## src/verilog/spectral_pkg.sv

```systemverilog
// spectral path shared definitions
// widths, memory sizes, APB register map, command codes,
// control FSM states and the 6-bit bit-reverse helper
package spectral_pkg;

    // basic widths
    localparam int SAMPLE_W = 16;
    localparam int BIN_W    = 6;
    localparam int BAND_W   = 4;

    typedef logic [SAMPLE_W-1:0] sample_t;     // signed Q15 sample, bin or gain
    typedef logic [BIN_W-1:0]    bin_index_t;  // index into a 64-entry memory
    typedef logic [BAND_W-1:0]   band_t;       // band field of CTRL
    typedef logic [11:0]         apb_addr_t;   // APB byte address
    typedef logic [31:0]         word_t;       // APB data word

    localparam int NUM_BINS  = 64;
    localparam int BAND_SIZE = 4;

    // register map, byte offsets
    localparam apb_addr_t ADDR_CTRL   = 12'h000;
    localparam apb_addr_t ADDR_STATUS = 12'h004;
    // memory windows, one word per entry
    localparam apb_addr_t BASE_SAMPLE = 12'h100;
    localparam apb_addr_t BASE_BIN    = 12'h200;
    localparam apb_addr_t BASE_MOD    = 12'h300;
    localparam apb_addr_t BASE_RESULT = 12'h400;

    // CTRL[1:0] command codes
    localparam logic [1:0] CMD_FORWARD = 2'd1;
    localparam logic [1:0] CMD_GAIN    = 2'd2;
    localparam logic [1:0] CMD_INVERSE = 2'd3;

    typedef enum logic [2:0] {
        IDLE,
        FWD_FEED,
        FWD_CAPTURE,
        GAIN,
        INV_FEED,
        INV_CAPTURE
    } ctrl_state_t;

    // mirror the index bits, streaming cores emit in this order
    function automatic bin_index_t bitrev6(input bin_index_t idx);
        bin_index_t rev;
        for (int b = 0; b < BIN_W; b++) begin
            rev[b] = idx[BIN_W-1-b];
        end
        return rev;
    endfunction

endpackage

```

## src/verilog/band_gain.sv

```systemverilog
// band gain stage
// scales the four bins of one band by a Q15 gain into the MOD
// memory, then streams MOD in natural order to the inverse core
`timescale 1ns/1ps

module band_gain
    import spectral_pkg::*;
(
    input  logic       clock,
    input  logic       fft_reset,
    input  logic       go,
    input  band_t      band,
    input  sample_t    gain,
    output bin_index_t bin_index,
    input  sample_t    bin_value4 [BAND_SIZE],
    input  bin_index_t index,
    output sample_t    rdata,
    input  logic       start,
    output logic       inv_in_en,
    output sample_t    inv_in_im
);

    sample_t             mod_mem [NUM_BINS];
    logic [NUM_BINS-1:0] valid;
    sample_t             scaled [BAND_SIZE];
    bin_index_t          feed_count;

    // band b covers bins 4(b-1)..4(b-1)+3, field 0 wraps to band 16
    assign bin_index = {band_t'(band - 1'b1), 2'b00};

    // Q15 x Q15, keep bits 30:15 of the full product
    for (genvar q = 0; q < BAND_SIZE; q++) begin : g_lane
        logic signed [2*SAMPLE_W-1:0] product;
        assign product   = $signed(gain) * $signed(bin_value4[q]);
        assign scaled[q] = product[2*SAMPLE_W-2:SAMPLE_W-1];
    end

    always_ff @(posedge clock) begin
        if (go) begin
            for (int q = 0; q < BAND_SIZE; q++) begin
                mod_mem[bin_index + bin_index_t'(q)] <= scaled[q];
            end
        end
    end

    // untouched bands read as zero
    always_ff @(posedge clock or posedge fft_reset) begin
        if (fft_reset) begin
            valid <= '0;
        end else if (go) begin
            for (int q = 0; q < BAND_SIZE; q++) begin
                valid[bin_index + bin_index_t'(q)] <= 1'b1;
            end
        end
    end

    assign rdata = valid[index] ? mod_mem[index] : '0;

    // inverse feed, natural order for 64 cycles
    always_ff @(posedge clock or posedge fft_reset) begin
        if (fft_reset) begin
            inv_in_en  <= 1'b0;
            feed_count <= '0;
        end else if (start) begin
            inv_in_en  <= 1'b1;
            feed_count <= '0;
        end else if (inv_in_en) begin
            feed_count <= feed_count + 1'b1;
            if (&feed_count) begin
                inv_in_en <= 1'b0;
            end
        end
    end

    assign inv_in_im = valid[feed_count] ? mod_mem[feed_count] : '0;

endmodule

```

## config.mk

```make
export PLATFORM = sky130hd
export DESIGN_NAME = band_gain
export DESIGN_NICKNAME = d
export VERILOG_FILES = /design/src/verilog/spectral_pkg.sv /design/src/verilog/band_gain.sv
export SDC_FILE = /design/constraint.sdc
export NUM_CORES = 2
export LEC_CHECK = 0
export ABC_AREA = 1
export BUFFER_PORTS_ARGS = -buffer_cell sky130_fd_sc_hd__buf_2
export CORE_UTILIZATION = 35
export CTS_CLUSTER_SIZE = 20
export DETAILED_ROUTE_END_ITERATION = 12
export GPL_ROUTABILITY_DRIVEN = 0
export SLEW_MARGIN = 20
export SYNTH_ARGS = -nofsm -noshare
export SYNTH_HDL_FRONTEND = slang
export SYNTH_SLANG_ARGS = --single-unit
```

## constraint.sdc

```tcl
create_clock -name clock -period 2.6 [get_ports clock]
set_clock_uncertainty 0.2 [all_clocks]
set_input_delay 0 -clock clock [delete_from_list [all_inputs] [get_ports clock]]
set_output_delay 0 -clock clock [all_outputs]
set_load 0.005 [all_outputs]
```

* Word-level counts from Yosys, hierarchy flattened *
Memories as Yosys holds them, arrays and structs flattened.
Cells that the tools add are included.

cells by class
  add/sub/neg operators = 5
  bitwise logic cells = 4
  order comparisons = 10
  multipliers = 4
  muxes and demuxes = 21
  reduce and logical (&&, ||, !) cells = 6

operators with widths
  kind                                                                          count
  64-bit OR                                                                     3
  16-bit by 16-bit multiplier with 31-bit output                                4
  64-bit by 61-bit OR with 64-bit output                                        1
  6-bit by 7-bit less-than comparator with 1-bit output, second input constant  6
  16-bit two-way mux                                                            2
  6-bit by 1-bit >= comparator with 1-bit output, second input constant         4
  1-bit demux with 6-bit select                                                 3
  6-bit by 1-bit adder with 6-bit output, second input constant                 2
  6-bit by 2-bit adder with 6-bit output, second input constant                 2
  1-bit binary-select mux with 6-bit select                                     2
  6-bit two-way mux                                                             2
  1-bit two-way mux                                                             11
  6-bit AND reduction                                                           1
  1-bit demux with 4-bit select                                                 1
  1-bit logical AND                                                             4
  4-bit by 1-bit subtractor with 4-bit output, second input constant            1
  2-bit nonzero test                                                            1

storage, ports and cells
  memories kept = 1
  bits of input ports = 94
  bits in writable memories = 1024
  bits in registers = 71

memories
  memory   depth  bits a word  read ports  clocked after Yosys merged registers in  write ports  line             RTL
  mod_mem  64     16           2           0                                        4            band_gain.sv:23  sample_t mod_mem [NUM_BINS];

* Depth between registers and ports, before layout *
  depth in word-level cells = 9
  gate-level depth with buffers = 29
  gate-level depth less buffers = 26

* Least setup slack after synthesis *
No wires, ideal clock.

  path type = input port to flip-flop
  from = input gain[15]
  to = memory mod_mem[11][9] (netlist name) (data pin)
  stages = 23
  slack = -3.582 ns
  data required time = 2.111 ns
  arrival = 5.693 ns
  cell sequence = clkbuf_1 > clkbuf_1 > buf_1 > nand2_1 > inv_1 > fa_1 > inv_1 > fa_1 > inv_1 > fa_1 > fa_1 > fa_1 > inv_1 > fa_1 > inv_1 > ha_1 > nand2_1 > nor2_1 > inv_1 > nor2_1 > nand3_1 > nand3_1 > xor2_1

RTL lines
  what                line             RTL
  start: declaration  band_gain.sv:13  input sample_t gain,
  end: declaration    band_gain.sv:23

==> results.py <==
metrics = {
    "outcome": {
        "status": "complete, but fails checks",
        "violations": "setup timing",
    },
    "finish": {
        "area_growth_pct": 21.7,
        "drive_above_1_share": 0.148,
        "final_nets": 14167,
        "final_area_um2": 117000,
        "fin_util": 0.429,
    },
    "clock_tree": {
        "cts_sinks": 1095,
        "path_clk_slew_ns": 0.06,
        "cts_tree": "yes",
        "clk_latency_ns": 0.73,
        "cts-root-buf": "clkbuf_16",
        "cts_buffers": 116,
        "htreeDepth": 3,
        "cts_max_path_buffers": 3,
    },
    "min_path": {
        "min_path_type": "input port to output pin",
    },
    "logic_synthesis": {
        "syn-cell-area_um2": 96500,
        "ys_warn_count": 0,
        "yosys.area_share.xor_xnor": 0.00381,
        "synth_seq_cells": 1095,
        "synth_fa_ha_area_frac": 0.252,
        "synth-compound-area-share": 0.0396,
        "synthDistinctLibCells": 39,
        "synth_top_family_by_area": "simple AND/OR/NAND/NOR gates",
        "syn-instance-count": 12039,
        "syn_area_per_cell_um2": 8.01,
        "synthSimpleGateAreaFrac": 0.260,
        "yosysSeqAreaShare": 0.337,
        "synthMuxAreaShare": 0,
    },
    "critical_path": {
        "end_kind": "flip-flop",
        "critPathArrivalTime_ns": 5.28,
        "crit_required_ns": 2.83,
        "crit_path_start_kind": "input port",
        "crit_path_max_fanout": 16,
        "worstSetupPathType": "input port to flip-flop",
    },
    "placed_design": {
        "dpl-instance-area_um2": 111000,
        "hpwl_um": 228000,
        "port_buffers": 130,
    },
    "floorplan": {
        "num_io_pins": 133,
        "coreArea_um2": 274000,
        "start_util": 0.352,
        "die_w_um": 527,
        "rows": 192,
        "die_area_um2": 278000,
        "fp.dieH_um": 527,
    },
    "detailed_routing": {
        "postRouteAntennaNets": 0,
        "drt_iter0_markers": 8425,
        "num_vias": 83251,
        "viasPerCell": 5.07,
        "drtPass1Iterations": 6,
        "wire_per_inst_um": 19.9,
        "drt_wl_total_um": 327000,
        "drc": 0,
    },
    "global_route": {
        "antenna_found_initial": 11,
        "grt_pass1_wl_um": 494000,
        "grt_max_degree": 79,
        "gr-total-overflow": 0,
        "grt_pass1_vias": 81205,
        "track_usage": 0.230,
    },
    "timing": {
        "fin_tns_setup_ns": -2436.28,
        "min_period_ns": 5.05,
        "setup_slack_ns": -2.45,
        "setup_viol": 1316,
        "period_share": 1.94,
        "hold_viol": 0,
        "slew_headroom": 0.558,
        "hold_ws_ns": 0.174,
        "tightest_slew_ns": 0.664,
        "max_freq_mhz": 198,
        "grt_setup_unrepaired": "yes",
        "maxSlewViolCount": 0,
    },
    "flow_run": {
        "cap_violations": 0,
    },
}
## what timing repair did
action,CTS,global route
buffers inserted,41,13
hold buffers,14,0
setup endpoints to repair,1056,1342
pin swaps,52,94
gates resized for setup,179,237
cloned,8,10
hold endpoints to repair,499,0
## final timing paths
path                                                start                        end  slack [ns]  depth (start not counted)
max in group asynchronous                       fft_reset      valid[17]$_DFFE_PP0P_        1.34                          5
worst min-delay path                              band[1]               bin_index[5]        0.17                          5
min in group asynchronous                       fft_reset      valid[14]$_DFFE_PP0P_        0.22                          4
worst max-delay path                              gain[7]  mod_mem[58][12]$_DFFE_PP_       -2.45                         23
worst min register to register       valid[3]$_DFFE_PP0P_       valid[3]$_DFFE_PP0P_        0.28                          2
worst max register to register  feed_count[1]$_DFFE_PP0P_  feed_count[4]$_DFFE_PP0P_        0.75                          6
## cells by family (layout without fill, tap and decap cells)
| group | after synthesis | in the layout |
|---|---|---|
| and+or+nand+nor | 6179 | 6183 |
| buffers and inverters | 2672 | 3465 |
| adders and majority gates | 1333 | 1333 |
| DFF | 1095 | 1095 |
| AOI/OAI and AO/OA | 717 | 717 |
| xor gates and xnor gates | 42 | 42 |
| other | 1 | 7 |
## cell usage after synthesis (all sizes together)
cell	count	area share
a21boi	3	0.00023
a21o	16	0.0012
a21oi	152	0.0079
a31oi	3	0.00019
and3	7	0.00045
buf	263	0.014
clkbuf	424	0.016
clkinv	4	0.00016
conb	1	0.000039
dfrtp	71	0.018
edfxtp	1024	0.32
fa	1020	0.21
ha	313	0.041
inv	1981	0.077
nand2	3800	0.15
nand3	1343	0.070
nand3b	6	0.00047
nand4	12	0.00078
nor2	956	0.037
nor3	31	0.0016
nor3b	1	0.000078
nor4	11	0.00071
o211a	1	0.00010
o211ai	35	0.0027
o21a	9	0.00070
o21ai	471	0.024
o21bai	27	0.0021
or2	12	0.00078
xnor2	14	0.0013
xor2	28	0.0025
## metal layers
metal / GRT usage / vias up / wire (um)
li1: - / 38667 / -
met5: 0 / - / 0
met3: 0.0307 / 532 / 28800
met4: 0.0762 / 0 / 11100
met2: 0.363 / 3758 / 146000
met1: 0.325 / 40294 / 141000
## critical path, stage by stage
cell	delay, ns
buf_12	0.13
buf_12	0.14
buf_4	0.15
buf_4	0.14
nand2_1	0.07
inv_1	0.06
fa_1	0.57
fa_1	0.44
fa_1	0.47
fa_1	0.45
fa_1	0.53
inv_1	0.05
fa_1	0.48
inv_1	0.05
ha_2	0.41
nand2_4	0.06
buf_4	0.16
nor2_2	0.12
nand2_1	0.10
nor4_1	0.18
nand2_1	0.15
nand3_2	0.15
nand2_8	0.14
## stage by stage
stage               std cells  setup slack [ns]
finish                  16431             -2.45
CTS                     16404             -2.38
detailed placement      16126             -3.39
global placement        16126             -3.42
floorplan               12040             -2.89
global route            16428             -2.62
## cells in the final DEF, fill, tap and decap left out, types with 85 or more instances in the layout
cell type / count
o21ai_0: 411
a21oi_1: 103
inv_1: 1907
buf_12: 255
nand2_2: 85
ha_1: 254
nor2_1: 899
nand2_1: 3684
edfxtp_1: 1024
buf_2: 111
buf_4: 827
nand3_1: 1325
fa_1: 974
clkbuf_16: 126
## sequential cells by signal, summed over array words and instances, names as in the netlist
| name | flops |
|---|---|
| feed_count | 6 |
| mod_mem | 1024 |
| inv_in_en | 1 |
| valid | 64 |
## layout make-up
class                           instances  area (um^2)
Multi-Input combinational cell       8277        56000
Fill cell                           26705       156000
Inverter                             1985         7520
Clock inverter                         62          718
Clock buffer                          153         3100
Tap cell                             3589         4490
Sequential cell                      1095        32500
Antenna cell                            5         12.5
Timing Repair Buffer                 1265        13000
Power is left out: the tool's default activity adds up to more than one toggle a clock period on the data nets, which glitch-free logic cannot reach.
