===== src/verilog/spectral_pkg.sv =====
// spectral path shared definitions
// widths, memory sizes, APB register map, command codes,
// control FSM states and the 6-bit bit-reverse helper
package spectral_pkg;

    // basic widths
    localparam int SAMPLE_W = 16;
    localparam int BIN_W    = 6;
    localparam int BAND_W   = 4;

    typedef logic [SAMPLE_W-1:0] sample_t;     // signed Q15 sample, bin or gain
    typedef logic [BIN_W-1:0]    bin_index_t;  // index into a 64-entry memory
    typedef logic [BAND_W-1:0]   band_t;       // band field of CTRL
    typedef logic [11:0]         apb_addr_t;   // APB byte address
    typedef logic [31:0]         word_t;       // APB data word

    localparam int NUM_BINS  = 64;
    localparam int BAND_SIZE = 4;

    // register map, byte offsets
    localparam apb_addr_t ADDR_CTRL   = 12'h000;
    localparam apb_addr_t ADDR_STATUS = 12'h004;
    // memory windows, one word per entry
    localparam apb_addr_t BASE_SAMPLE = 12'h100;
    localparam apb_addr_t BASE_BIN    = 12'h200;
    localparam apb_addr_t BASE_MOD    = 12'h300;
    localparam apb_addr_t BASE_RESULT = 12'h400;

    // CTRL[1:0] command codes
    localparam logic [1:0] CMD_FORWARD = 2'd1;
    localparam logic [1:0] CMD_GAIN    = 2'd2;
    localparam logic [1:0] CMD_INVERSE = 2'd3;

    typedef enum logic [2:0] {
        IDLE,
        FWD_FEED,
        FWD_CAPTURE,
        GAIN,
        INV_FEED,
        INV_CAPTURE
    } ctrl_state_t;

    // mirror the index bits, streaming cores emit in this order
    function automatic bin_index_t bitrev6(input bin_index_t idx);
        bin_index_t rev;
        for (int b = 0; b < BIN_W; b++) begin
            rev[b] = idx[BIN_W-1-b];
        end
        return rev;
    endfunction

endpackage


===== src/verilog/spectral_ctrl.sv =====
// spectral path controller
// zero-wait APB slave with register map decode and error response,
// command sequencing FSM and read-data mux over the four memories
`timescale 1ns/1ps

module spectral_ctrl
    import spectral_pkg::*;
(
    input  logic       clock,
    input  logic       fft_reset,
    // APB slave
    input  logic       psel,
    input  logic       penable,
    input  logic       pwrite,
    input  apb_addr_t  paddr,
    input  word_t      pwdata,
    output word_t      prdata,
    output logic       pready,
    output logic       pslverr,
    // memory access
    output logic       sample_we,
    output sample_t    sample_wdata,
    output bin_index_t mem_index,
    input  sample_t    sample_rdata,
    input  sample_t    bin_rdata,
    input  sample_t    mod_rdata,
    input  sample_t    result_rdata,
    // datapath sequencing
    output logic       fwd_start,
    output logic       bin_arm,
    input  logic       bin_full,
    output logic       gain_go,
    output band_t      gain_band,
    output sample_t    gain_value,
    output logic       inv_start,
    output logic       result_arm,
    input  logic       result_full
);

    ctrl_state_t state;
    bin_index_t  phase_count;
    logic        busy;
    logic        access;
    logic        aligned;
    logic        hit_ctrl;
    logic        hit_status;
    logic        hit_sample;
    logic        hit_bin;
    logic        hit_mod;
    logic        hit_result;
    logic        unmapped;
    logic        ro_write;
    logic        busy_write;
    logic        ctrl_write;
    logic [1:0]  cmd;

    assign busy = (state != IDLE);

    // access phase of the two-phase handshake
    assign access  = psel & penable;
    assign aligned = (paddr[1:0] == 2'b00);

    assign hit_ctrl   = (paddr == ADDR_CTRL);
    assign hit_status = (paddr == ADDR_STATUS);
    // windows decode on the top nibble, word index in 7:2
    assign hit_sample = aligned & (paddr[11:8] == BASE_SAMPLE[11:8]);
    assign hit_bin    = aligned & (paddr[11:8] == BASE_BIN[11:8]);
    assign hit_mod    = aligned & (paddr[11:8] == BASE_MOD[11:8]);
    assign hit_result = aligned & (paddr[11:8] == BASE_RESULT[11:8]);

    assign unmapped = ~(hit_ctrl | hit_status | hit_sample | hit_bin | hit_mod | hit_result);

    // read-only targets
    assign ro_write   = pwrite & (hit_status | hit_bin | hit_mod | hit_result);
    // CTRL and sample writes are locked out during a command
    assign busy_write = pwrite & busy & (hit_ctrl | hit_sample);

    // always ready, error only in the access phase
    assign pready  = 1'b1;
    assign pslverr = access & (unmapped | ro_write | busy_write);

    assign ctrl_write = access & pwrite & hit_ctrl & ~busy;
    assign cmd        = pwdata[1:0];

    // shared index for every memory
    assign mem_index    = paddr[7:2];
    assign sample_we    = access & pwrite & hit_sample & ~busy;
    assign sample_wdata = pwdata[SAMPLE_W-1:0];

    // streamer start and capture arm fire together
    assign fwd_start  = ctrl_write & (cmd == CMD_FORWARD);
    assign bin_arm    = fwd_start;
    assign inv_start  = ctrl_write & (cmd == CMD_INVERSE);
    assign result_arm = inv_start;

    // gain write happens in the single GAIN cycle
    assign gain_go = (state == GAIN);

    always_ff @(posedge clock or posedge fft_reset) begin
        if (fft_reset) begin
            state       <= IDLE;
            phase_count <= '0;
            gain_band   <= '0;
            gain_value  <= '0;
        end else begin
            case (state)
                IDLE: begin
                    phase_count <= '0;
                    if (ctrl_write) begin
                        // band and gain fields kept for readback too
                        gain_band  <= pwdata[7:4];
                        gain_value <= pwdata[31:16];
                        case (cmd)
                            CMD_FORWARD: state <= FWD_FEED;
                            CMD_GAIN:    state <= GAIN;
                            CMD_INVERSE: state <= INV_FEED;
                            default:     state <= IDLE;
                        endcase
                    end
                end
                // feed phases track the 64 streamed samples
                FWD_FEED: begin
                    phase_count <= phase_count + 1'b1;
                    if (&phase_count) begin
                        state <= FWD_CAPTURE;
                    end
                end
                FWD_CAPTURE: begin
                    if (bin_full) begin
                        state <= IDLE;
                    end
                end
                GAIN: state <= IDLE;
                INV_FEED: begin
                    phase_count <= phase_count + 1'b1;
                    if (&phase_count) begin
                        state <= INV_CAPTURE;
                    end
                end
                INV_CAPTURE: begin
                    if (result_full) begin
                        state <= IDLE;
                    end
                end
                default: state <= IDLE;
            endcase
        end
    end

    // read mux, memory entries zero-extended into the word
    always_comb begin
        prdata = '0;
        if (hit_ctrl) begin
            prdata = {gain_value, 8'h00, gain_band, 4'h0};
        end else if (hit_status) begin
            prdata = word_t'(busy);
        end else if (hit_sample) begin
            prdata = word_t'(sample_rdata);
        end else if (hit_bin) begin
            prdata = word_t'(bin_rdata);
        end else if (hit_mod) begin
            prdata = word_t'(mod_rdata);
        end else if (hit_result) begin
            prdata = word_t'(result_rdata);
        end
    end

endmodule


===== config.mk =====
export PLATFORM = sky130hd
export DESIGN_NAME = spectral_ctrl
export DESIGN_NICKNAME = d
export VERILOG_FILES = /design/src/verilog/spectral_pkg.sv /design/src/verilog/spectral_ctrl.sv
export SDC_FILE = /design/constraint.sdc
export NUM_CORES = 1
export LEC_CHECK = 0
export ABC_AREA = 1
export BUFFER_PORTS_ARGS = -buffer_cell sky130_fd_sc_hd__buf_2
export CORE_MARGIN = 4
export CORE_UTILIZATION = 45
export DETAILED_ROUTE_END_ITERATION = 10
export GPL_ROUTABILITY_DRIVEN = 0
export PLACE_DENSITY = 0.87
export SLEW_MARGIN = 10
export SYNTH_ARGS = -nofsm -noshare
export SYNTH_HDL_FRONTEND = slang
export SYNTH_SLANG_ARGS = --single-unit

===== constraint.sdc =====
create_clock -name clock -period 3.4 [get_ports clock]
set_input_delay 0.68 -clock clock [delete_from_list [all_inputs] [get_ports clock]]
set_output_delay 0.68 -clock clock [all_outputs]
set_load 0.03 [all_outputs]

== Word level (Yosys, flattened, before mapping) ==
Index checks and enable logic that the tools add are counted.
Word-level totals
  flip-flop bits (word level): 29
  bits of input ports: 115
  output and inout port bits: 82
Operators by class
  $add $sub $neg: 1
  eq/ne operators: 18
  multiplexer cells: 14
  bitwise operators: 29
  reductions and logical operators: 9
Operators by type and width (count)
  16-bit two-way mux: 5
  32-bit two-way mux: 1
  1-bit AND: 16
  3-bit two-way mux: 5
  3-bit one-hot mux with 5 select lines: 1
  12-bit by 3-bit equality test with 1-bit output (second input constant): 1
  12-bit logical NOT: 1
  6-bit one-hot mux with 2 select lines: 1
  1-bit bitwise OR: 11
  2-bit inequality test (second input constant): 5
  3-bit one-hot mux with 3 select lines: 1
  4-bit by 2-bit equality test with 1-bit output (second input constant): 2
  6-bit by 1-bit adder with 6-bit output (second input constant): 1
  3-bit by 2-bit equality test with 1-bit output (second input constant): 2
  3-bit equality test (second input constant): 2
  6-bit AND reduction: 1
  5-bit AND reduction: 1
  2-bit equality test (second input constant): 2
  4-bit by 1-bit equality test with 1-bit output (second input constant): 1
  4-bit by 3-bit equality test with 1-bit output (second input constant): 1
  3-bit by 1-bit equality test with 1-bit output (second input constant): 1
  3-bit logical NOT: 1
  3-bit nonzero test: 1
  2-bit by 1-bit equality test with 1-bit output (second input constant): 1
  other kinds (5): 6

== Depth between registers and ports, before layout ==
Gate-level depths: netlist (run 1).
  depth in word-level cells: 10
  mapped depth: 9
  mapped depth without buffers: 8

== Least setup slack after synthesis (run 1) ==
Ideal clock, no wire load.
  path type: input-to-output
  start point: input port paddr[1]
  end point: output port fwd_start
  arrival time: 2.108 ns
  data required time: 2.720 ns
  path slack: 0.612 ns
  stages: 8
  buffers on the path: 1
  cells stage by stage: nor2_4 > nand2_1 > nor2_1 > nand2_4 > inv_1 > nand3_1 > nor2_1 > buf_4
On the way
  longest elaborated chain between the ends: 4
RTL lines
  from (decl): line spectral_ctrl.sv:15  | input apb_addr_t paddr,
  12-bit logical NOT: line spectral_ctrl.sv:63  | assign hit_ctrl = (paddr == ADDR_CTRL);
  1-bit AND (2 in a row): line spectral_ctrl.sv:82  | assign ctrl_write = access & pwrite & hit_ctrl & ~busy;
  1-bit AND: line spectral_ctrl.sv:91  | assign fwd_start = ctrl_write & (cmd == CMD_FORWARD);
  to (decl): line spectral_ctrl.sv:29  | output logic fwd_start,
No other way between the ends.

== Final worst setup path (run 1) ==
  start point: input port paddr[11]
  end point: output port prdata[3]
On the way
  longest elaborated chain between the ends: 8
RTL lines
  4-bit by 3-bit equality test with 1-bit output: line spectral_ctrl.sv:69  | assign hit_result = aligned & (paddr[11:8] == BASE_RESULT[11:8]);
  1-bit AND: line spectral_ctrl.sv:69
  16-bit two-way mux: line spectral_ctrl.sv:163  | end else if (hit_result) begin
  16-bit two-way mux: line spectral_ctrl.sv:161  | end else if (hit_mod) begin
  16-bit two-way mux: line spectral_ctrl.sv:159  | end else if (hit_bin) begin
  16-bit two-way mux: line spectral_ctrl.sv:157  | end else if (hit_sample) begin
  16-bit two-way mux: line spectral_ctrl.sv:155  | end else if (hit_status) begin
  32-bit two-way mux *: line spectral_ctrl.sv:153  | if (hit_ctrl) begin
  to (decl): line spectral_ctrl.sv:17  | output word_t prdata,
Every way passes the cells marked *; elsewhere a longest branch is shown, timed or not.

==> results.sh, run 1 <==
export IMPL_cts_resized=0
export IMPL_grtUsageTotal_pct=20.7
export IMPL_tns_ns=0
export IMPL_start_util_pct=46.7
export IMPL_route_met2_wl_microns=4270
export IMPL_post_route_period_util_pct=85.9
export IMPL_synthTopCellsByCount="inv_1, nor2_1, nand2_1"
export IMPL_ir_drop_mv=0.259
export IMPL_wl_microns=8220
export IMPL_cp_data_arrival_time_ns=2.24
export IMPL_cp_cell_sequence="buf_2 -> nor2_2 -> nand3_1 -> o22ai_1 -> nor2_1 -> nor2_1 -> buf_2"
export IMPL_hold_class="reg -> reg"
export IMPL_synthAdderAreaFrac_pct=2.25
export IMPL_ys_warn_count=0
export IMPL_core_rowCount=28
export IMPL_met1Wirelength_microns=3250
export IMPL_clkSlewWorstSetupHoldPaths_ns=0.07
export IMPL_die_area_sq_mm=0.00750
export IMPL_grt_pass1_wl_microns=12600
export IMPL_io_pins=197
export IMPL_maxSlewViolCount=0
export IMPL_clockRootBuffer="clkbuf_8"
export IMPL_drc=0
export IMPL_cpMaxStageDelayCell="nand3_1"
export IMPL_p_leak_nw=2.35
export IMPL_netlist_instances=433
export IMPL_cts_buffers=5
export IMPL_ctsLongestPathBuffers=2
export IMPL_post_route_cells_drive_above_1_share_pct=43.3
export IMPL_critPathCaptureType="output port"
export IMPL_path_buf_inv=2
export IMPL_syn_nets=553
export IMPL_ant_nets=0
export IMPL_synth_area_leaders="dfrtp_1, inv_1, nor2_1"
export IMPL_cts_setup_buffers=0
export IMPL_async_flop_share_pct=100
export IMPL_insertion_delay_ns=0.28
export IMPL_fin_nets=701
export IMPL_synth_xor_area_share_pct=0
export IMPL_maxCapViolCount=0
export IMPL_skew_ns=0.00959
export IMPL_dr_pass1_iters=4
export IMPL_p_per_area_mw_per_mm2=339
export IMPL_hpwl_microns=6640
export IMPL_crit_required_ns=2.72
export IMPL_vias=3098
export IMPL_synth_ff_type="dfrtp_1"
export IMPL_yosysTopAreaCellShare_pct=26.1
export IMPL_finalNonFillerCells=657
export IMPL_min_period_ns=2.92
export IMPL_dr_first_iter_drc_count=148
export IMPL_synth_mux_area_share_pct=0
export IMPL_p_total_w=0.00123
export IMPL_htree_num_levels=2
export IMPL_ys_seq_area_share_pct=26.1
export IMPL_synth_seq_cells=29
export IMPL_slowest_delay_ns=0.42
export IMPL_drt_wirelength_per_cell_microns=12.5
export IMPL_grt_max_degree=41
export IMPL_grt_pass1_vias=2779
export IMPL_avgViaCountPerCell=4.72
export IMPL_crit_path_start_kind="primary input"
export IMPL_synth_simple_area_share_pct=33.0
export IMPL_synth_top_family_by_area="simple AND/OR/NAND/NOR gates"
export IMPL_antenna_found_initial=0
export IMPL_synth_edff_count=0
export IMPL_worst_slew_pin_slew_ns=1.09
export IMPL_io_buffers=175
export IMPL_crit_family="simple AND/OR/NAND/NOR gates"
export IMPL_synth_cell_types=30
export IMPL_rsz0062_at_grt="no"
export IMPL_routed_wl_met3_microns=597
export IMPL_clock_fmax_mhz=342
export IMPL_core_area_sq_mm=0.00596
export IMPL_synth_avg_cell_area_sq_um=6.42
export IMPL_dp_cells=649
export IMPL_cts_tree="done"
export IMPL_maxSlewHeadroom_pct=27.1
export IMPL_cts_hold_buf=0
export IMPL_antenna_cells=0
export IMPL_synth_top_cell_by_area="dfrtp_1"
export IMPL_overflow=0
export IMPL_critPathKind="in -> out"
export IMPL_path_max_fanout=11
export IMPL_cts_sinks=29
export IMPL_synth_most_common_cell="inv_1"
export IMPL_chipHeight_microns=86.6
export IMPL_synth_area_sq_mm=0.00278
export IMPL_hold_viol=0
export IMPL_die_x_microns=86.6
export IMPL_status="complete, no violations"
export IMPL_setup_violations=0
export IMPL_highest_layer="met4"
export IMPL_synth_compound_area_share_pct=13.3
export IMPL_syn_to_final_growth_pct=30.2
==> logic make-up after synthesis <==
family	count (synthesis)
AOI/OAI and AO/OA	55
adders and majority gates	5
buffers and inverters	150
DFF	29
other	1
and+or+nand+nor	193
==> state kept, by name, indices dropped and copies added (netlist names) <==
register     cells
state            3
gain_band        4
gain_value      16
phase_count      6
==> path summary, 6_finish.rpt <==
kind / startpoint / end / slack, ns / cells past startpoint
worst max-delay path: paddr[11] / prdata[3] / 0.48 / 7
worst min-delay path: phase_count[0] / phase_count[0] / 0.51 / 1
worst max register to register: state[0] / gain_value[4] / 1.42 / 8
worst min register to register: phase_count[0] / phase_count[0] / 0.51 / 1
max in group asynchronous: fft_reset / gain_value[9] / 2.06 / 2
min in group asynchronous: fft_reset / gain_value[0] / 0.67 / 2
==> power breakdown <==
group / total [W] / leakage [nW] / switching (W) / internal (W)
Sequential: 0.000417 / 0.399 / 0.0000403 / 0.000377
Combinational: 0.000441 / 1.89 / 0.000281 / 0.000160
Clock: 0.000369 / 0.0585 / 0.000130 / 0.000239
Total: 0.00123 / 2.35 / 0.000451 / 0.000775
==> cell usage in the layout, fill, tap and decap left out, types with 6 or more instances in the layout <==
cell type / instances
o21ai_0: 11
o21ai_2: 20
o22ai_1: 11
clkbuf_8: 6
nand4_1: 19
nor2_1: 73
dfrtp_1: 29
nand3_1: 18
buf_2: 175
nand2_1: 57
inv_2: 22
inv_1: 90
o21ai_1: 6
nand2_2: 11
==> per-layer routing <==
layer / up-vias / global-route usage [%]
met4: 0 / 4.82
met3: 14 / 3.90
li1: 1579 / -
met1: 1390 / 25.7
met2: 115 / 37.0
met5: - / 0
==> through the flow <==
step / setup slack, ns / util (%) / hold slack (ns) / cell area (sq um)
finish: 0.479 / 60.7 / 0.506 / 3620
global route: 0.302 / 60.7 / 0.542 / 3620
CTS: 0.482 / 60.7 / 0.511 / 3620
detailed placement: 0.493 / 58.8 / 0.501 / 3500
global placement: 0.526 / 58.8 / 0.487 / 3500
floorplan: 0.612 / - / 0.468 / 2780
==> layout make-up <==
class	count	area, sq um
fill	576	2340
multi-input combinational	254	1360
sequential	29	726
tap	75	93.8
timing repair buffer	179	906
clock buffer	7	86.3
clock inverter	1	30.0
inverter	112	420
Power figures use the tool's default switching activity.
==> inputs of run 2 (changes only) <==
==> constraint.sdc (replaced) <==
create_clock -name clock -period 3.7 [get_ports clock]
set_input_delay 0.74 -clock clock [delete_from_list [all_inputs] [get_ports clock]]
set_output_delay 0.74 -clock clock [all_outputs]
set_load 0.03 [all_outputs]
==> run 2 against run 1 <==
Compared with the run above:
- sequential cell count stayed put
- setup slack gained 0.13 ns
- highest routed layer unchanged
- routed wire length rose by 2.3%
- critical path depth rose by 1
- critical path type unchanged
- power fell by 13%
- via count up 1.2%
- final cell count stayed put
- die area did not move
==> results.sh, run 2 (same netlist as run 1, synthesis figures left out) <==
export IMPL_antenna_found_initial=0
export IMPL_crit_path_start_kind="primary input"
export IMPL_chipHeight_microns=86.6
export IMPL_skew_ns=0.00311
export IMPL_finalNonFillerCells=657
export IMPL_overflow=0
export IMPL_maxSlewViolCount=0
export IMPL_nFillCells=567
export IMPL_status="complete, no violations"
export IMPL_cp_cell_sequence="buf_2 -> nor2_4 -> buf_4 -> nand3_1 -> o22ai_1 -> nor2_1 -> nor2_1 -> buf_2"
export IMPL_io_buffers=175
export IMPL_ir_drop_mv=0.326
export IMPL_clock_fmax_mhz=323
export IMPL_start_util_pct=46.7
export IMPL_cts_tree="done"
export IMPL_die_x_microns=86.6
export IMPL_p_leak_nw=2.34
export IMPL_multiInputGateArea_sq_mm=0.00136
export IMPL_crit_required_ns=2.96
export IMPL_grt_pass1_vias=2881
export IMPL_fin_nets=701
export IMPL_cts_buffers=5
export IMPL_dr_pass1_iters=4
export IMPL_cp_data_arrival_time_ns=2.35
export IMPL_drc=0
export IMPL_wl_microns=8400
export IMPL_largest_reg_flops=16
export IMPL_grtUsageTotal_pct=21.7
export IMPL_critPathKind="in -> out"
export IMPL_syn_to_final_growth_pct=29.6
export IMPL_post_route_period_util_pct=83.6
export IMPL_cpMaxStageDelayCell="nand3_1"
export IMPL_tns_ns=0
export IMPL_path_max_fanout=13
export IMPL_hold_viol=0
export IMPL_die_area_sq_mm=0.00750
export IMPL_cts_hold_buf=0
export IMPL_dr_first_iter_drc_count=153
export IMPL_ctsLongestPathBuffers=2
export IMPL_maxSlewHeadroom_pct=31.0
export IMPL_maxCapViolCount=0
export IMPL_worst_slew_pin_slew_ns=1.03
export IMPL_core_rowCount=28
export IMPL_grt_pass1_wl_microns=13000
export IMPL_vias=3135
export IMPL_post_route_cells_drive_above_1_share_pct=43.5
export IMPL_drt_wirelength_per_cell_microns=12.8
export IMPL_cts_setup_buffers=0
export IMPL_core_area_sq_mm=0.00596
export IMPL_clockRootBuffer="clkbuf_8"
export IMPL_clkSlewWorstSetupHoldPaths_ns=0.06
export IMPL_antenna_cells=0
export IMPL_p_total_w=0.00106
export IMPL_largest_register="gain_value"
export IMPL_insertion_delay_ns=0.28
export IMPL_final_cell_mix="buf_2, inv_1, nor2_1, nand2_1, dfrtp_1"
export IMPL_io_pins=197
export IMPL_p_per_area_mw_per_mm2=296
export IMPL_htree_num_levels=2
export IMPL_cts_resized=0
export IMPL_hold_ws_ns=0.499
export IMPL_top_regs="gain_value (16), phase_count (6), gain_band (4)"
export IMPL_min_period_ns=3.09
export IMPL_avgViaCountPerCell=4.77
export IMPL_register_area_sq_um=726
export IMPL_ant_nets=0
export IMPL_dp_cells=649
export IMPL_hold_class="reg -> reg"
export IMPL_final_common_cell="buf_2"
export IMPL_hpwl_microns=6850
export IMPL_setup_violations=0
export IMPL_slowest_delay_ns=0.32
export IMPL_rsz0062_at_grt="no"
export IMPL_grt_max_degree=41
export IMPL_cts_sinks=29
export IMPL_critPathCaptureType="output port"
## run 2: final timing paths
check,endpoint,depth (start not counted),slack [ns],startpoint
worst max-delay path,prdata[3],8,0.61,paddr[1]
worst min register to register,phase_count[0],1,0.50,phase_count[0]
max in group asynchronous,gain_value[9],2,2.65,fft_reset
worst max register to register,gain_value[8],8,1.75,state[0]
min in group asynchronous,gain_value[6],2,0.58,fft_reset
worst min-delay path,phase_count[0],1,0.50,phase_count[0]
## run 2: worst max-delay path: cells and delay by family
kind | cells | cell delay, ns
buffers and inverters | 3 | 0.56
AO/OA/AOI/OAI | 1 | 0.30
AND/OR/NAND/NOR | 4 | 0.75
## run 2: cell type report
cell class | instances | area share, %
Clock inverter | 1 | 0.139
Multi-Input combinational cell | 254 | 37.6
Inverter | 112 | 11.7
Tap cell | 75 | 2.61
Clock buffer | 7 | 2.67
Timing Repair Buffer | 179 | 25.1
Sequential cell | 29 | 20.1
## run 2: per-layer routing
metal / wire (microns) / vias up / global-route usage [%]
met5: 0 / - / 0
met4: 184 / 0 / 7.65
met3: 767 / 22 / 4.47
met2: 4330 / 137 / 37.7
met1: 3120 / 1387 / 26.5
li1: - / 1589 / -
## run 2: where the power goes
part,switching (W),internal (W),total [W]
clock network,0.000116,0.000168,0.000284
registers,0.0000361,0.000346,0.000382
logic,0.000251,0.000147,0.000398
## run 2: per-stage QoR
| step | utilization, % | setup slack, ns | instance area (sq um) |
|---|---|---|---|
| final | 60.5 | 0.608 | 3600 |
| after global routing | 60.5 | 0.425 | 3600 |
| after CTS | 60.5 | 0.597 | 3600 |
| after detailed placement | 58.8 | 0.610 | 3500 |
| after global placement | 58.8 | 0.674 | 3500 |
| after floorplan | - | 0.792 | 2780 |
==> inputs of run 3 (changes only) <==
--- a/config.mk
+++ b/config.mk
@@ -8,10 +8,10 @@
 export ABC_AREA = 1
 export BUFFER_PORTS_ARGS = -buffer_cell sky130_fd_sc_hd__buf_2
 export CORE_MARGIN = 4
-export CORE_UTILIZATION = 45
+export CORE_UTILIZATION = 42
 export DETAILED_ROUTE_END_ITERATION = 10
 export GPL_ROUTABILITY_DRIVEN = 0
-export PLACE_DENSITY = 0.87
+export PLACE_DENSITY = 0.82
 export SLEW_MARGIN = 10
 export SYNTH_ARGS = -nofsm -noshare
 export SYNTH_HDL_FRONTEND = slang
==> constraint.sdc (replaced) <==
create_clock -name clock -period 3.14 [get_ports clock]
set_input_delay 0.628 -clock clock [delete_from_list [all_inputs] [get_ports clock]]
set_output_delay 0.628 -clock clock [all_outputs]
set_load 0.03 [all_outputs]
==> run 3 against run 2 <==
Compared with the run above:
- via count decreased by 1.3%
- setup slack lost 0.30 ns
- clock power up 6%
- largest power group unchanged
- clock skew rose by 0.0015 ns
- critical endpoint is now result_arm
- sequential cell count is the same
- sequential share of layout area about the same
==> results.sh, run 3 (same netlist as run 1, synthesis figures left out) <==
export IMPL_largest_reg_flops=16
export IMPL_r2r_cells=9
export IMPL_hold_ws_ns=0.475
export IMPL_cts_sinks=29
export IMPL_grt_pass1_wl_microns=12600
export IMPL_htree_num_levels=2
export IMPL_insertion_delay_ns=0.27
export IMPL_cts_buffers=5
export IMPL_path_max_fanout=18
export IMPL_core_rowCount=29
export IMPL_maxCapViolCount=0
export IMPL_cts_hold_buf=0
export IMPL_syn_to_final_growth_pct=29.9
export IMPL_ir_drop_mv=0.280
export IMPL_maxSlewViolCount=0
export IMPL_setup_slack_ns=0.309
export IMPL_overflow=0
export IMPL_critPathKind="in -> out"
export IMPL_pre_cts_slack_ns=0.285
export IMPL_grtUsageTotal_pct=19.6
export IMPL_worst_slew_pin_slew_ns=1.03
export IMPL_die_area_sq_mm=0.00798
export IMPL_core_area_sq_mm=0.00639
export IMPL_hold_class="in -> async"
export IMPL_rsz0062_at_grt="no"
export IMPL_skew_ns=0.00461
export IMPL_dp_cells=652
export IMPL_io_buffers=175
export IMPL_dr_first_iter_drc_count=130
export IMPL_drc=0
export IMPL_clock_fmax_mhz=353
export IMPL_chipHeight_microns=89.3
export IMPL_nFillCells=621
export IMPL_start_util_pct=43.5
export IMPL_io_pins=197
export IMPL_clockRootBuffer="clkbuf_8"
export IMPL_cts_setup_buffers=0
export IMPL_grt_pass1_vias=2835
export IMPL_die_x_microns=89.3
export IMPL_critPathCaptureType="output port"
export IMPL_min_period_ns=2.83
export IMPL_dr_pass1_iters=4
export IMPL_status="complete, no violations"
export IMPL_finalNonFillerCells=659
export IMPL_setup_violations=0
export IMPL_maxSlewHeadroom_pct=31.0
export IMPL_drt_wirelength_per_cell_microns=12.3
export IMPL_crit_required_ns=2.51
export IMPL_post_route_period_util_pct=90.2
export IMPL_fin_nets=702
export IMPL_fin_util_pct=56.5
export IMPL_hpwl_microns=6700
export IMPL_crit_path_start_kind="primary input"
export IMPL_cp_data_arrival_time_ns=2.20
export IMPL_grt_max_degree=30
export IMPL_clkSlewWorstSetupHoldPaths_ns=0.06
export IMPL_tns_ns=0
export IMPL_cts_tree="done"
export IMPL_avgViaCountPerCell=4.69
export IMPL_ant_nets=0
export IMPL_ctsLongestPathBuffers=2
export IMPL_p_leak_nw=2.34
export IMPL_vias=3094
export IMPL_largest_register="gain_value"
export IMPL_antenna_found_initial=0
export IMPL_final_cell_mix="buf_2, inv_1, nor2_1, nand2_1, dfrtp_1"
export IMPL_final_common_cell="buf_2"
export IMPL_top_regs="gain_value (16), phase_count (6), gain_band (4)"
export IMPL_p_per_area_mw_per_mm2=339
export IMPL_cts_resized=0
export IMPL_wl_microns=8080
export IMPL_antenna_cells=0
export IMPL_post_route_cells_drive_above_1_share_pct=43.3
export IMPL_hold_viol=0
-- run 3: cell types whose count changed in the layout (fill, tap and decap cells not counted), sizes merged --
| cell | delta |
|---|---|
| clkinv | -1 |
| buf | +1 |
-- run 3: metal layers --
metal | global-route usage (%) | wire, microns | share of wire [%] | vias up
met3 | 3.96 | 631 | 7.8 | 13
met1 | 24.4 | 3120 | 39 | 1390
li1 | - | - | - | 1586
met4 | 3.79 | 87 | 1.1 | 0
met2 | 35.1 | 4230 | 52 | 105
met5 | 0 | 0 | 0 | -
-- run 3: through the flow --
stage	total power (W)	instance area, sq um
floorplan	0.000810	2780
global placement	0.000910	3520
detailed placement	0.000931	3520
CTS	0.00124	3610
global route	0.00132	3610
finish	0.00122	3610
-- run 3: critical path, cell delays in order --
cell and delay (ns):
buf_2 0.11, nor2_2 0.34, nand2_1 0.16, inv_2 0.11, nand2_4 0.16, inv_1 0.21
nand3_1 0.14, nor2_1 0.14, buf_2 0.21
-- run 3: area by class of cell --
class / instances / area, sq um / area share [%]
multi-input combinational: 254 / 1360 / 37.5
timing repair buffer: 180 / 926 / 25.6
sequential: 29 / 726 / 20.1
inverter: 112 / 420 / 11.6
tap: 77 / 96.3 / 2.67
clock buffer: 7 / 86.3 / 2.39
-- run 3: path summary, 6_finish.rpt --
path	from	end	slack, ns
worst max register to register	state[0]	gain_value[7]	1.34
min in group clock	gain_value[6]	gain_value[6]	0.51
max in group asynchronous	fft_reset	gain_value[0]	2.19
worst min-delay path	fft_reset	gain_value[8]	0.47
worst min register to register	gain_value[6]	gain_value[6]	0.51
worst max-delay path	paddr[11]	result_arm	0.31
-- run 3: where the power goes --
group / internal, W / total [W] / switching, W / leakage [nW]
registers: 0.000408 / 0.000453 / 0.0000451 / 0.399
logic: 0.000173 / 0.000469 / 0.000296 / 1.89
clock network: 0.000173 / 0.000301 / 0.000127 / 0.0443
